`src/hw/sram_lane_pkg.sv`:
```
`default_nettype none

package sram_lane_pkg;

    // ~~~~~~~~~~~~~~~~~~~~~~~~~~~~~~~~~~~~~~~~~~~~~~~~~~~~~~~~~~~~~~~~~~~~~~~~~
    // widths
    // ~~~~~~~~~~~~~~~~~~~~~~~~~~~~~~~~~~~~~~~~~~~~~~~~~~~~~~~~~~~~~~~~~~~~~~~~~

    localparam int data_width      = 16;  // apb data word
    localparam int word_width      = 32;  // macro word
    localparam int lane_width      = 8;
    localparam int word_addr_width = 10;  // 1024 words per macro
    localparam int bank_sel_width  = 3;

    localparam int num_banks = 7;  // bank 7 does not exist

    // bank number on top, word address below
    localparam int addr_width = bank_sel_width + word_addr_width;

    // ~~~~~~~~~~~~~~~~~~~~~~~~~~~~~~~~~~~~~~~~~~~~~~~~~~~~~~~~~~~~~~~~~~~~~~~~~
    // lane layout per bank
    // ~~~~~~~~~~~~~~~~~~~~~~~~~~~~~~~~~~~~~~~~~~~~~~~~~~~~~~~~~~~~~~~~~~~~~~~~~

    // lane index of the high byte, bank 0 first
    localparam int unsigned hi_lane [num_banks] = '{1, 3, 3, 3, 2, 2, 1};

    // lane index of the low byte
    localparam int unsigned lo_lane [num_banks] = '{0, 0, 2, 1, 0, 1, 0};

    // ~~~~~~~~~~~~~~~~~~~~~~~~~~~~~~~~~~~~~~~~~~~~~~~~~~~~~~~~~~~~~~~~~~~~~~~~~
    // apb port fsm
    // ~~~~~~~~~~~~~~~~~~~~~~~~~~~~~~~~~~~~~~~~~~~~~~~~~~~~~~~~~~~~~~~~~~~~~~~~~

    typedef enum logic [1:0] {
        idle,    // waiting for setup phase
        access,  // macro access issued
        done     // pready high
    } apb_state_t;

endpackage

`default_nettype wire

```
`src/hw/apb_mem_port.sv`:
```
`timescale 1ns/1ns
`default_nettype none

module apb_mem_port (
    input  logic                                      clk,
    input  logic                                      reset,
    input  logic                                      psel,
    input  logic                                      penable,
    input  logic                                      pwrite,
    input  logic [sram_lane_pkg::addr_width-1:0]      paddr,
    input  logic [sram_lane_pkg::data_width-1:0]      pwdata,
    input  logic [sram_lane_pkg::data_width-1:0]      rdata,
    output logic                                      pready,
    output logic                                      pslverr,
    output logic [sram_lane_pkg::data_width-1:0]      prdata,
    output logic                                      mem_en,
    output logic                                      mem_we,
    output logic [sram_lane_pkg::bank_sel_width-1:0]  bank_sel,
    output logic [sram_lane_pkg::word_addr_width-1:0] word_addr,
    output logic [sram_lane_pkg::data_width-1:0]      wdata
);

    sram_lane_pkg::apb_state_t state;
    logic                      bank_ok;

    // master holds these until pready
    assign bank_sel  = paddr[sram_lane_pkg::addr_width-1 -: sram_lane_pkg::bank_sel_width];
    assign word_addr = paddr[sram_lane_pkg::word_addr_width-1:0];
    assign mem_we    = pwrite;
    assign wdata     = pwdata;

    assign bank_ok = int'(bank_sel) < sram_lane_pkg::num_banks;

    // ~~~~~~~~~~~~~~~~~~~~~~~~~~~~~~~~~~~~~~~~~~~~~~~~~~~~~~~~~~~~~~~~~~~~~~~~~
    // transfer fsm, one wait state
    // ~~~~~~~~~~~~~~~~~~~~~~~~~~~~~~~~~~~~~~~~~~~~~~~~~~~~~~~~~~~~~~~~~~~~~~~~~

    always_ff @(posedge clk) begin
        if (reset) begin
            state   <= sram_lane_pkg::idle;
            mem_en  <= 1'b0;
            pready  <= 1'b0;
            pslverr <= 1'b0;
        end else begin
            mem_en  <= 1'b0;  // single-cycle pulses
            pready  <= 1'b0;
            pslverr <= 1'b0;
            case (state)
                sram_lane_pkg::idle: begin
                    if (psel && !penable) begin  // setup phase
                        state  <= sram_lane_pkg::access;
                        mem_en <= bank_ok;  // bad bank never reaches a macro
                    end
                end
                sram_lane_pkg::access: begin
                    state   <= sram_lane_pkg::done;
                    pready  <= 1'b1;
                    pslverr <= !bank_ok;
                end
                sram_lane_pkg::done: begin
                    state <= sram_lane_pkg::idle;
                end
                default: begin
                    state <= sram_lane_pkg::idle;
                end
            endcase
        end
    end

    // macro output is valid in the done cycle
    assign prdata = (pready && !pslverr && !pwrite) ? rdata : '0;

    penable_needs_psel_a: assert property (
        @(posedge clk) disable iff (reset) $rose(penable) |-> psel
    );

endmodule

`default_nettype wire

```
`config.mk`:
```
export PLATFORM = sky130hd
export DESIGN_NAME = apb_mem_port
export DESIGN_NICKNAME = d
export VERILOG_FILES = /design/src/hw/sram_lane_pkg.sv /design/src/hw/apb_mem_port.sv
export SDC_FILE = /design/constraint.sdc
export NUM_CORES = 1
export LEC_CHECK = 0
export BUFFER_PORTS_ARGS = -buffer_cell sky130_fd_sc_hd__buf_4
export CAP_MARGIN = 5
export CORE_MARGIN = 8
export CORE_UTILIZATION = 25
export DETAILED_ROUTE_END_ITERATION = 8
export PLACE_DENSITY = 0.86
export SLEW_MARGIN = 20
export SYNTH_ARGS = -nofsm -noshare
export SYNTH_HDL_FRONTEND = slang
export SYNTH_SLANG_ARGS = --single-unit
```
`constraint.sdc`:
```
create_clock -name clk -period 1.3 [get_ports clk]
set_clock_uncertainty 0.2 [all_clocks]
set_input_delay 0.26 -clock clk [delete_from_list [all_inputs] [get_ports clk]]
set_output_delay 0.26 -clock clk [all_outputs]
set_load 0.005 [all_outputs]
```
==> results.sh <==
export IMPL_p_per_area_nw_per_um2=610.2
export IMPL_min_from="reset"
export IMPL_drt_total_wl_um=1641
export IMPL_die_x_um=61.52
export IMPL_hpwl_um=1459
export IMPL_r2r_end="mem_en"
export IMPL_final_common_cell="buf_4"
export IMPL_fp_dieArea_um2=3785
export IMPL_layout_min_cycle_time_ps=1613
export IMPL_p_comb_share_pct=21.7
export IMPL_ioPinCount=99
export IMPL_finalHoldViolCount=1
export IMPL_power_switching_uw=95.49
export IMPL_slowest_delay_ps=330
export IMPL_dpl_worst_slack_ps=-151.1
export IMPL_rsz0062_at_grt="true"
export IMPL_setup_ws_ps=-312.7
export IMPL_syn_nets=110
export IMPL_hp_class="primary input to flop"
export IMPL_cp_cell_sequence="nor3b_4 > buf_4 > and2_2 > buf_4"
export IMPL_tightest_slew_ps=286.5
export IMPL_critPathMaxFanout=6
export IMPL_violations="hold timing, setup timing"
export IMPL_irDropWorstVdd_v=0.0006464
export IMPL_critPathKind="flop to output pin"
export IMPL_gp_congestion=0.7858
export IMPL_mostFrequentLayoutCells="buf_4, and2_2, and2_1, clkbuf_4, dfxtp_1"
export IMPL_cp_top_family="flip-flops"
export IMPL_p_leak_uw=0.0003858
export IMPL_r2r_slack_ps=220
export IMPL_clkTransAtPathRegs_ps=50
export IMPL_setup_violations_final=16
export IMPL_insertion_delay_ps=240
export IMPL_cts_inserted_buffers=3
export IMPL_internal_power_uw=344.3
export IMPL_critical_path_required_ps=840
export IMPL_ys_seq_area_share_pct=19.32
export IMPL_design_core_area_um2=1962
export IMPL_cts_sinks=5
export IMPL_syn_area_per_cell_um2=8.633
export IMPL_min_path_cells=2
export IMPL_area_growth_pct=39.13
export IMPL_die_h_um=61.52
export IMPL_p_clk_share_pct=41.8
export IMPL_initialDrtViolationCount=31
export IMPL_ys_warn_count=0
export IMPL_max_freq_mhz=620.1
export IMPL_drt_pass1_iter_count=2
export IMPL_grt_pass1_wl_um=2187
export IMPL_cp_end_kind="output pin"
export IMPL_final_core_util_pct=36.73
export IMPL_portBuffers=46
export IMPL_slew_violations=0
export IMPL_swShare_pct=21.71
export IMPL_startpoint_type="flop"
export IMPL_outcome="finished with violations"
export IMPL_finalCritPeriodShare_pct=124.1
export IMPL_grt_max_degree=11
export IMPL_start_util_pct=26.40
export IMPL_synth_area_um2=518.0
export IMPL_rr_startpoint="state[1]"
export IMPL_avgViaCountPerCell=4.147
export IMPL_ctsHtreeMaxLevel=1
export IMPL_ys_ff_latch=5
export IMPL_max_slew_margin_pct=80.72
export IMPL_slowest_stage="dfxtp_2"
export IMPL_final_layout_size_suffix_gt1_share_pct=82.93
export IMPL_antenna_found_initial=0
export IMPL_cts_tree="yes"
export IMPL_maxCapViolations=0
export IMPL_row_count=16
export IMPL_via_count=452
export IMPL_hold_end="pready"
export IMPL_route_detailed_drc=0
export IMPL_seqPwrFrac_pct=36.6
export IMPL_cp_common_cell="buf_4"
export IMPL_clockBufferDepth=2
export IMPL_n_antenna_cell=0
export IMPL_fin_hold_ws_ps=-5.182
export IMPL_synth_cell_types=11
export IMPL_final_nets=133
export IMPL_syn_inst=60
export IMPL_grt_ovfl_total=0
export IMPL_arrival_ps=1150
export IMPL_wire_per_inst_um=15.06
export IMPL_root_buffer="clkbuf_4"
export IMPL_grtUsageTotal_pct=7.650
export IMPL_detail_route_antenna_nets=0
export IMPL_grt_pass1_vias=468
export IMPL_post_cts_buffers=0
export IMPL_ff2ff_path_depth=2
export IMPL_crit_buf_inv=2
## power groups by stage
stage | clock network, uW | logic [uW] | registers, uW
after floorplan | 0 | 87.8 | 163
after global placement | 0 | 93.4 | 164
after detailed placement | 0 | 95.7 | 164
after CTS | 190 | 98.5 | 161
after global routing | 201 | 105 | 161
final | 184 | 95.2 | 161
## cells in the mapped netlist
master    n  area share [%]
dfxtp_1   5              19
and2_2   12              17
buf_6     1             2.2
buf_4    30              43
and4_1    1             1.7
and3_1    1             1.2
nor3b_1   2             2.9
nor4_1    1             1.2
nor3b_4   1             3.6
nand3_1   1            0.97
and2_1    5             6.0
## timing repair
item                                   CTS  global route
setup endpoints to repair               16            17
resized for setup                        1             1
pin swaps                                0             1
endpoints found under the hold margin    2             0
hold buffers                             1             0
## worst max-delay path by stage
stage	start	endpoint	cells after the start
after global routing	pslverr	prdata[8]	4
after global placement	pwrite	prdata[0]	5
after CTS	pslverr	prdata[12]	4
after detailed placement	pwrite	prdata[3]	5
after floorplan	pslverr	prdata[0]	3
final	pslverr	prdata[12]	4
## logic make-up (layout without fill, tap and decap cells)
family | count (synthesis) | in the layout | synth area share (%)
buf+inv | 31 | 53 | 45.65
flops | 5 | 5 | 19.32
simple gates | 24 | 24 | 35.03
## final cells by class
class	count	area, um2
clock buffer	4	26.28
fill	197	1241
multi-input combinational	24	186.4
timing repair buffer	49	371.6
sequential	5	102.6
tap	27	33.78
## flip-flops by register name (all words and copies together), names as in the netlist
register  cells
state         2
mem_en        1
pready        1
pslverr       1
## stage by stage
| step | hold slack, ps | instances | instance area (um2) | setup TNS (ps) | power (uW) |
|---|---|---|---|---|---|
| after global routing | 2.884 | 109 | 720.7 | -5682 | 467.7 |
| final | -5.182 | 109 | 720.7 | -4822 | 439.8 |
| after global placement | 227.2 | 105 | 685.7 | -1877 | 257.0 |
| after floorplan | 135.8 | 60 | 520.5 | 0 | 251.1 |
| after CTS | 34.89 | 110 | 725.7 | -5089 | 449.5 |
| after detailed placement | 243.4 | 105 | 685.7 | -2093 | 259.3 |
## layer usage
| metal | wire, um | track usage [%] | vias to the layer above | part of all wire (%) |
|---|---|---|---|---|
| li1 | - | - | 201 | - |
| met1 | 509 | 6.110 | 185 | 31 |
| met2 | 625 | 12.70 | 64 | 38 |
| met3 | 500 | 8.977 | 2 | 30 |
| met4 | 5 | 0.3247 | 0 | 0.30 |
| met5 | 0 | 0 | - | 0 |
Power figures use the tool's default switching activity.
