## src/hw/sram_lane_pkg.sv

```systemverilog
`default_nettype none

package sram_lane_pkg;

    // ~~~~~~~~~~~~~~~~~~~~~~~~~~~~~~~~~~~~~~~~~~~~~~~~~~~~~~~~~~~~~~~~~~~~~~~~~
    // widths
    // ~~~~~~~~~~~~~~~~~~~~~~~~~~~~~~~~~~~~~~~~~~~~~~~~~~~~~~~~~~~~~~~~~~~~~~~~~

    localparam int data_width      = 16;  // apb data word
    localparam int word_width      = 32;  // macro word
    localparam int lane_width      = 8;
    localparam int word_addr_width = 10;  // 1024 words per macro
    localparam int bank_sel_width  = 3;

    localparam int num_banks = 7;  // bank 7 does not exist

    // bank number on top, word address below
    localparam int addr_width = bank_sel_width + word_addr_width;

    // ~~~~~~~~~~~~~~~~~~~~~~~~~~~~~~~~~~~~~~~~~~~~~~~~~~~~~~~~~~~~~~~~~~~~~~~~~
    // lane layout per bank
    // ~~~~~~~~~~~~~~~~~~~~~~~~~~~~~~~~~~~~~~~~~~~~~~~~~~~~~~~~~~~~~~~~~~~~~~~~~

    // lane index of the high byte, bank 0 first
    localparam int unsigned hi_lane [num_banks] = '{1, 3, 3, 3, 2, 2, 1};

    // lane index of the low byte
    localparam int unsigned lo_lane [num_banks] = '{0, 0, 2, 1, 0, 1, 0};

    // ~~~~~~~~~~~~~~~~~~~~~~~~~~~~~~~~~~~~~~~~~~~~~~~~~~~~~~~~~~~~~~~~~~~~~~~~~
    // apb port fsm
    // ~~~~~~~~~~~~~~~~~~~~~~~~~~~~~~~~~~~~~~~~~~~~~~~~~~~~~~~~~~~~~~~~~~~~~~~~~

    typedef enum logic [1:0] {
        idle,    // waiting for setup phase
        access,  // macro access issued
        done     // pready high
    } apb_state_t;

endpackage

`default_nettype wire

```

## src/hw/read_lane_select.sv

```systemverilog
`timescale 1ns/1ns
`default_nettype none

module read_lane_select (
    input  logic                                     clk,
    input  logic                                     reset,
    input  logic                                     mem_en,
    input  logic                                     mem_we,
    input  logic [sram_lane_pkg::bank_sel_width-1:0] bank_sel,
    input  logic [sram_lane_pkg::num_banks-1:0][sram_lane_pkg::word_width-1:0] rdata_words,
    output logic [sram_lane_pkg::data_width-1:0]     rdata
);

    localparam int lw = sram_lane_pkg::lane_width;

    logic [sram_lane_pkg::bank_sel_width-1:0] rd_bank;  // bank of last read

    // lines up with the macro output one cycle later
    always_ff @(posedge clk) begin
        if (reset) begin
            rd_bank <= '0;
        end else if (mem_en && !mem_we) begin
            rd_bank <= bank_sel;
        end
    end

    always_comb begin
        rdata = '0;
        for (int b = 0; b < sram_lane_pkg::num_banks; b++) begin
            if (int'(rd_bank) == b) begin
                rdata = {rdata_words[b][sram_lane_pkg::hi_lane[b]*lw +: lw],
                         rdata_words[b][sram_lane_pkg::lo_lane[b]*lw +: lw]};
            end
        end
    end

endmodule

`default_nettype wire

```

## config.mk

```make
export PLATFORM = sky130hd
export DESIGN_NAME = read_lane_select
export DESIGN_NICKNAME = d
export VERILOG_FILES = /design/src/hw/sram_lane_pkg.sv /design/src/hw/read_lane_select.sv
export SDC_FILE = /design/constraint.sdc
export NUM_CORES = 1
export LEC_CHECK = 0
export ABC_AREA = 1
export BUFFER_PORTS_ARGS = -buffer_cell sky130_fd_sc_hd__buf_4
export CAP_MARGIN = 0
export CORE_AREA = 2 2 95 97
export CTS_CLUSTER_SIZE = 12
export DETAILED_ROUTE_END_ITERATION = 6
export DIE_AREA = 0 0 97 99
export SLEW_MARGIN = 10
export SYNTH_ARGS = -nofsm -noshare
export SYNTH_HDL_FRONTEND = slang
export SYNTH_SLANG_ARGS = --single-unit
```

## constraint.sdc

```tcl
create_clock -name clk -period 1.65 [get_ports clk]
set_input_delay 0.165 -clock clk [delete_from_list [all_inputs] [get_ports clk]]
set_output_delay 0.165 -clock clk [all_outputs]
set_load 0.01 [all_outputs]
```

==> results.yml, run 1 <==
outcome:
  status: "complete, but fails checks"
  violations: "setup timing"
synthesis:
  yosysWarnings: 0
  yosys.area_share.simple: 0.760
  synth_compound_area_frac: 0.0204
  ys_seq_area_frac: 0.0545
  synthCells: 212
  syn-num-nets: 443
  synth_top_cell_area_share: 0.272
  synth_top_area_cell: "nand4_1"
  synth_top_family_by_area: "simple AND/OR/NAND/NOR gates"
  synth_cell_types: 15
  syn_avg_cell_area_um2: 5.20
  synthXorXnorAreaFrac: 0
  synthesis.area_mm2: 0.00110
  synth_mux_area_frac: 0
  ys_ff_latch: 3
  synth_area_leaders: "nand4_1, nand2_1, nand3_1"
  yosys.area_share.adder: 0
worst_setup_path:
  path_max_fanout: 16
  end_kind: "output pin"
  crit_type: "register to output pin"
  arrival_ps: 1530
  required_ps: 1480
  crit_path_start_kind: "register"
routing:
  drt-total-wl_mm: 6.67
  drt_iter0_markers: 70
  ant_nets: 0
  wl_per_cell_um: 14.4
  drcViolationCount: 0
  via_count: 2089
  via_per_inst: 4.50
  drtPass1Iterations: 4
die:
  core_mm2: 0.00855
  pin_count: 247
  dieArea_mm2: 0.00960
  die_h_um: 99
  start_util: 0.129
  die_w_um: 97
  row_count: 34
clock_tree:
  numCtsBuffers: 3
  clock_latency_ps: 210
  cts_buffer_depth: 2
  cts_tree: "yes"
  clk_pin_slew_ps: 30
  root_buffer: "clkbuf_8"
  cts.sinks: 3
  h-tree-depth: 1
  ctsHoldBuffers: 0
final_layout:
  post-route-util: 0.294
  diodes: 0
  ff_latch_area_um2: 67.6
  layout.cells.non_filler: 464
  syn_to_final_growth_pct: 128
  largest_reg_flops: 3
  top_regs: "rd_bank x3"
  drive_gt1_frac: 0.483
  multi_input_comb_area_um2: 876
  final_area_mm2: 0.00251
  fill_cells: 974
  fin_nets: 588
  largest-register: "rd_bank"
grt:
  grt_pass1_wl_mm: 10.4
  gr-total-overflow: 0
  top_usage_layer: "met2"
  grt_pass1_vias: 2093
  grt_use_total: 0.135
  grt_start_max_net_pins: 29
  grt_util_met2: 0.235
  antenna_found_initial: 0
  use_met3: 0.0348
  gr-usage-met1: 0.164
pwr:
  power.total_mw: 1.02
  powerDensity_mw_per_mm2: 405
  vdd.ir_drop.worst_uv: 179
  power_frac_comb: 0.708
  p_leak_nw: 1.26
  p_seq_frac: 0.083
  p_sw_uw: 371
  pwr-share-clk: 0.209
  p_int_uw: 648
  netSwitchingFraction: 0.364
timing:
  hold_violations: 0
  finalSetupTns_ps: -307
  whs_ps: 126
  rsz0062_at_grt: "yes"
  maxSlewHeadroom: 0.726
  finalCriticalPeriod_ps: 1690
  worst_pin_slew_ps: 410
  timing.fmax_mhz: 591
  finalCritPeriodShare: 1.03
  final_max_slew_viol_count: 0
  setup_violations: 15
  fin_skew_ps: 0
  post-route-worst-setup-slack_ps: -41.8
place:
  io_buffer_count: 134
  hpwl_mm: 5.12
  post_dp_cell_area_mm2: 0.00225
  post-place-ws_ps: -284
  dp_cells: 449
  gp_congestion: 0.904
min_path:
  hold_path_class: "primary input to register"
job:
  cap_violations: 0
layout by cell type (no fill, tap or decap), types with 2 or more instances in the layout:
| cell | Yosys | layout |
|---|---|---|
| buf_12 | 0 | 4 |
| clkbuf_8 | 0 | 3 |
| dfxtp_4 | 0 | 2 |
| nand3_1 | 32 | 32 |
| buf_6 | 2 | 4 |
| nor3_4 | 3 | 3 |
| nor2_1 | 37 | 36 |
| nand4_1 | 48 | 48 |
| nand2_1 | 48 | 45 |
| a211oi_1 | 3 | 3 |
| buf_4 | 5 | 146 |
| inv_1 | 18 | 18 |
| nand2_2 | 0 | 3 |
synthesized netlist by cell type:
| cell type | n |
|---|---|
| a211oi_1 | 3 |
| buf_1 | 1 |
| buf_2 | 7 |
| buf_4 | 5 |
| buf_6 | 2 |
| clkbuf_1 | 1 |
| dfxtp_1 | 3 |
| inv_1 | 18 |
| inv_2 | 3 |
| nand2_1 | 48 |
| nand3_1 | 32 |
| nand3_2 | 1 |
| nand4_1 | 48 |
| nor2_1 | 37 |
| nor3_4 | 3 |
metal layers:
metal | share of wire | vias up | wire, um
met3 | 0.10 | 18 | 679
met2 | 0.46 | 130 | 3100
met5 | 0 | - | 0
li1 | - | 1029 | -
met1 | 0.41 | 912 | 2730
met4 | 0.024 | 0 | 157
final cells by class:
| class | instances | share of cell area |
|---|---|---|
| inverters | 21 | 0.0438 |
| well taps | 108 | 0.0537 |
| multi-input cells | 172 | 0.348 |
| repair buffers | 156 | 0.509 |
| flip-flops and latches | 3 | 0.0269 |
| clock buffers | 4 | 0.0179 |
power by group through the flow:
stage	combinational [mW]	sequential, mW	clock, mW
4_1_cts	0.728	0.0844	0.220
3_5_place_dp	0.658	0.0811	0
5_1_grt	0.788	0.0852	0.232
2_1_floorplan	0.269	0.0825	0
3_3_place_gp	0.652	0.0812	0
6_report	0.721	0.0843	0.213
repair_timing:
item	4_1_cts	5_1_grt
gates cloned	4	0
endpoints found under the setup margin	16	16
resized for setup	31	1
pin swaps	7	2
setup buffers	7	0
final timing paths:
check,start,endpoint,slack (ps),cells past startpoint
hold / removal,reset,rd_bank[1],130,2
setup reg to reg,rd_bank[1],rd_bank[1],640,4
hold reg to reg,rd_bank[0],rd_bank[0],710,3
setup / recovery,rd_bank[0],rdata[11],-40,7
cells by family after synthesis:
group                  count (synthesis)
AOI/OAI and AO/OA                      3
buffers and inverters                 37
DFF                                    3
and+or+nand+nor                      169
worst max-delay path, stage by stage, from the launching register on:
cell	delay (ps)
dfxtp_4	350
buf_12	140
buf_4	130
nor3_4	200
buf_12	170
nand2_1	60
nand4_1	110
buf_4	130
Note: power is estimated with default switching activity, not from simulation.
==> inputs of run 2 (changes only) <==
--- a/config.mk
+++ b/config.mk
@@ -12,6 +12,7 @@
 export CTS_CLUSTER_SIZE = 12
 export DETAILED_ROUTE_END_ITERATION = 6
 export DIE_AREA = 0 0 97 99
+export REMOVE_ABC_BUFFERS = 1
 export SLEW_MARGIN = 10
 export SYNTH_ARGS = -nofsm -noshare
 export SYNTH_HDL_FRONTEND = slang
==> run 2 against run 1 <==
Effect of this change:
- the flow now finishes without violations
- maximum frequency up 4.4%
- sequential cell count stayed put
- critical path depth down 1
- highest routed layer unchanged
- largest cell class unchanged
- non-clock buffer count unchanged
- count of clock-buffer cells in the layout unchanged
- critical endpoint is now rdata[15]
- final area decreased by 2.6%
- core utilization is 0.76 points lower
- global-route usage fell by 0.80 points
- via count fell by 2.1%
==> results.yml, run 2 (synthesized netlist as in run 1, its figures left out) <==
timing:
  finalCritPeriodShare: 0.982
  fin_skew_ps: 0
  rsz0062_at_grt: "yes"
  finalSetupTns_ps: 0
  timing.fmax_mhz: 617
  setup_violations: 0
  post-route-worst-setup-slack_ps: 30.2
  hold_violations: 0
  worst_pin_slew_ps: 267
  maxSlewHeadroom: 0.821
  finalCriticalPeriod_ps: 1620
  final_max_slew_viol_count: 0
outcome:
  status: "complete, no violations"
final_layout:
  fill_cells: 956
  diodes: 0
  drive_gt1_frac: 0.508
  multi_input_comb_area_um2: 898
  top_regs: "rd_bank x3"
  syn_to_final_growth_pct: 122
  fin_nets: 588
  mostFrequentLayoutCell: "buf_4"
  ff_latch_area_um2: 67.6
  post-route-util: 0.287
  final_area_mm2: 0.00245
  largest_reg_flops: 3
  layout_common_cells: "buf_4, nand4_1, nand2_1"
  largest-register: "rd_bank"
grt:
  grt_use_total: 0.127
  grt_start_max_net_pins: 28
  use_met3: 0.0220
  gr-total-overflow: 0
  gr-usage-met1: 0.157
  grt_util_met2: 0.231
  grt_pass1_wl_mm: 9.90
  top_usage_layer: "met2"
  antenna_found_initial: 0
  grt_pass1_vias: 2061
routing:
  drt-total-wl_mm: 6.54
  drtPass1Iterations: 4
  ant_nets: 0
  via_count: 2045
  wl_per_cell_um: 14.1
  via_per_inst: 4.41
  drcViolationCount: 0
  drt_iter0_markers: 78
place:
  post-place-ws_ps: 74.5
  hpwl_mm: 5.36
  post_dp_cell_area_mm2: 0.00229
  io_buffer_count: 134
  gp_congestion: 0.841
die:
  dieArea_mm2: 0.00960
  row_count: 34
  start_util: 0.129
  pin_count: 247
  die_w_um: 97
  core_mm2: 0.00855
  die_h_um: 99
clock_tree:
  ctsHoldBuffers: 0
  numCtsBuffers: 3
  root_buffer: "clkbuf_8"
  clock_latency_ps: 210
  h-tree-depth: 1
  cts_buffer_depth: 2
  cts.sinks: 3
  clk_pin_slew_ps: 40
  cts_tree: "yes"
worst_setup_path:
  critPathMaxStageDelay_ps: 370
  crit_buf_inv: 3
  required_ps: 1480
  cp_top_family: "buffers and inverters"
  end_kind: "output pin"
  arrival_ps: 1450
  cpMaxStageDelayCell: "dfxtp_4"
  path_max_fanout: 6
  crit_type: "register to output pin"
  path_cells: "buf_8 -> nor3_4 -> buf_6 -> nand2_1 -> nand4_1 -> buf_4"
  crit_path_start_kind: "register"
pwr:
  p_sw_uw: 370
  pwr-share-clk: 0.220
  p_int_uw: 631
  vdd.ir_drop.worst_uv: 216
  netSwitchingFraction: 0.369
  powerDensity_mw_per_mm2: 409
  p_seq_frac: 0.087
  power_frac_comb: 0.693
  p_leak_nw: 1.23
job:
  cap_violations: 0
min_path:
  hold_path_class: "primary input to register"
run 2: what timing repair did:
| item | CTS | global route |
|---|---|---|
| cloned | 0 | 0 |
| pin swaps | 1 | 18 |
| setup buffers | 0 | 2 |
| gates resized for setup | 11 | 22 |
| endpoints found under the setup margin | 16 | 16 |
| endpoints found under the hold margin | 0 | 0 |
run 2: area by class of cell:
type                            instances  area share
Inverter                               21      0.0342
Clock buffer                            4      0.0184
Multi-Input combinational cell        172       0.367
Sequential cell                         3      0.0276
Timing Repair Buffer                  156       0.498
Tap cell                              108      0.0552
run 2: power by group through the flow:
stage	registers, mW	clock network [mW]	logic (mW)
2_1_floorplan	0.0965	0	0.228
3_3_place_gp	0.0844	0	0.661
3_5_place_dp	0.0845	0	0.666
4_1_cts	0.0875	0.218	0.676
5_1_grt	0.0875	0.226	0.758
6_report	0.0868	0.221	0.694
run 2: worst reg2reg max path: stages (launching register included):
cell and delay (ps):
dfxtp_4 390, inv_4 110, buf_4 180, a211oi_1 210
run 2: metrics by stage:
stage | instances | hold WS (ps) | power [mW]
2_1_floorplan | 196 | 243 | 0.324
3_3_place_gp | 458 | 357 | 0.746
3_5_place_dp | 458 | 355 | 0.750
4_1_cts | 462 | 126 | 0.981
5_1_grt | 464 | 132 | 1.07
6_report | 464 | 129 | 1.00
run 2: routing by layer:
metal	part of all wire	vias to the layer above
li1	-	1030
met1	0.42	912
met2	0.50	96
met3	0.069	7
met4	0.011	0
met5	0	-
run 2: worst paths after layout:
kind,from,endpoint,slack (ps),cells after the start
worst min-delay path,reset,rd_bank[0],130,2
worst min register to register,rd_bank[1],rd_bank[1],730,2
worst max-delay path,rd_bank[1],rdata[15],30,6
worst max register to register,rd_bank[0],rd_bank[0],670,3
==> inputs of run 3 (changes only) <==
==> constraint.sdc (replaced) <==
create_clock -name clk -period 1.65 [get_ports clk]
set_input_delay 0.165 -clock clk [delete_from_list [all_inputs] [get_ports clk]]
set_output_delay 0.165 -clock clk [all_outputs]
set_load 0.02 [all_outputs]
==> run 3 against run 2 <==
Effect of this change:
- first-iteration DRC count decreased by 6.4%
- largest power group unchanged
- wire length is 6.3% higher
- the flow now finishes with violations (setup timing)
- via count is 3.3% higher
- core utilization up 1.8 points
- combinational power grew 15%
- sequential power is 2% higher
- clock skew unchanged
==> results.yml, run 3 (synthesized netlist as in run 1, its figures left out) <==
worst_setup_path:
  startpoint: "rd_bank[2]"
  path_cells: "inv_4 -> buf_12 -> nor3_4 -> buf_12 -> buf_12 -> nand2_2 -> nand4_1 -> buf_4"
  cp_top_family: "buffers and inverters"
  critPathMaxStageDelay_ps: 330
  timing.rr.start: "rd_bank[0]"
  crit_buf_inv: 5
  crit_type: "register to output pin"
  crit_path_start_kind: "register"
  required_ps: 1480
  end_kind: "output pin"
  cpMaxStageDelayCell: "dfxtp_2"
  arrival_ps: 1510
  path_max_fanout: 8
  crit_top_cell: "buf_12"
die:
  die_h_um: 99
  row_count: 34
  dieArea_mm2: 0.00960
  pin_count: 247
  start_util: 0.129
  core_mm2: 0.00855
  die_w_um: 97
clock_tree:
  numCtsBuffers: 3
  clk_pin_slew_ps: 30
  cts_tree: "yes"
  h-tree-depth: 1
  root_buffer: "clkbuf_8"
  cts_buffer_depth: 2
  ctsHoldBuffers: 0
  clock_latency_ps: 220
  cts.sinks: 3
final_layout:
  top_regs: "rd_bank x3"
  multi_input_comb_area_um2: 916
  layout_common_cells: "buf_4, nand4_1, nand2_1"
  largest_reg_flops: 3
  mostFrequentLayoutCell: "buf_4"
  syn_to_final_growth_pct: 136
  fin_nets: 593
  diodes: 0
  drive_gt1_frac: 0.521
  largest-register: "rd_bank"
  ff_latch_area_um2: 68.8
  fill_cells: 937
grt:
  grt_pass1_wl_mm: 10.6
  grt_pass1_vias: 2143
  grt_use_total: 0.140
  antenna_found_initial: 0
  gr-total-overflow: 0
  grt_start_max_net_pins: 20
routing:
  ant_nets: 0
  drcViolationCount: 0
  via_count: 2112
  wl_per_cell_um: 14.8
  drt-total-wl_mm: 6.95
  via_per_inst: 4.50
  drt_iter0_markers: 73
  drtPass1Iterations: 6
timing:
  finalCriticalPeriod_ps: 1680
  post-route-worst-setup-slack_ps: -28.1
  worst_pin_slew_ps: 245
  fin_skew_ps: 0
  setup_violations: 3
  timing.fmax_mhz: 596
  rsz0062_at_grt: "yes"
  hold_violations: 0
  maxSlewHeadroom: 0.836
  whs_ps: 115
  final_max_slew_viol_count: 0
  finalCritPeriodShare: 1.02
outcome:
  status: "complete, but fails checks"
  violations: "setup timing"
pwr:
  vdd.ir_drop.worst_uv: 127
  powerDensity_mw_per_mm2: 426
  p_leak_nw: 1.31
  power.total_mw: 1.11
place:
  hpwl_mm: 5.36
  io_buffer_count: 134
  gp_congestion: 0.852
min_path:
  holdCritStartpoint: "reset"
  hold_path_class: "primary input to register"
job:
  cap_violations: 0
run 3: cell count changes in the layout (fill, tap and decap cells not counted), moves of 2 or more:
cell | previous run | this run
nand2_2 | 11 | 7
buf_12 | 0 | 3
buf_4 | 145 | 143
nand3_2 | 1 | 3
buf_6 | 9 | 12
nand3_1 | 32 | 30
nand2_4 | 0 | 2
nand2_1 | 37 | 39
run 3: routing by layer:
layer / wire length (um) / vias to the layer above / global-route usage
li1: - / 1040 / -
met1: 2880 / 969 / 0.168
met2: 3510 / 96 / 0.250
met3: 451 / 7 / 0.0291
met4: 101 / 0 / 0.0423
met5: 0 / - / 0
run 3: report_power, final:
| part | internal [mW] | switching, mW | total [mW] | leakage (nW) |
|---|---|---|---|---|
| Combinational | 0.429 | 0.371 | 0.800 | 1.26 |
| Clock | 0.165 | 0.0556 | 0.221 | 0.0228 |
| Sequential | 0.0777 | 0.0105 | 0.0882 | 0.0264 |
| Total | 0.672 | 0.437 | 1.11 | 1.31 |
run 3: final cells by class:
cell class / count / share of cell area
multi-input cells: 172 / 0.352
repair buffers: 161 / 0.517
inverters: 21 / 0.0351
clock buffers: 4 / 0.0173
flip-flops and latches: 3 / 0.0265
well taps: 108 / 0.0520
run 3: worst reg2reg max path: stages, from the launching register on:
cell and delay, ps:
dfxtp_4 380, inv_4 80, buf_4 190, a211oi_1 230
run 3: repair_timing:
action | in CTS | in global routing
pin swaps | 6 | 10
gates resized for setup | 21 | 21
cloned | 2 | 0
buffers inserted | 7 | 0
setup endpoints to repair | 16 | 16
run 3: path summary, 6_finish.rpt:
path                end  cells past startpoint  slack, ps
max            rdata[0]                      8        -30
min reg2reg  rd_bank[1]                      3        710
max reg2reg  rd_bank[0]                      3        670
min          rd_bank[0]                      2        120
run 3: metrics by stage:
step	setup TNS, ps	cell area, um^2	util	std cells	setup WS (ps)
global placement	0	2300	0.269	456	63.6
detailed placement	0	2300	0.269	456	43.4
CTS	-28.8	2530	0.296	469	-14.7
global route	-859	2600	0.304	469	-71.8
finish	-35.7	2600	0.304	469	-28.1
floorplan	-3490	1000	-	196	-218
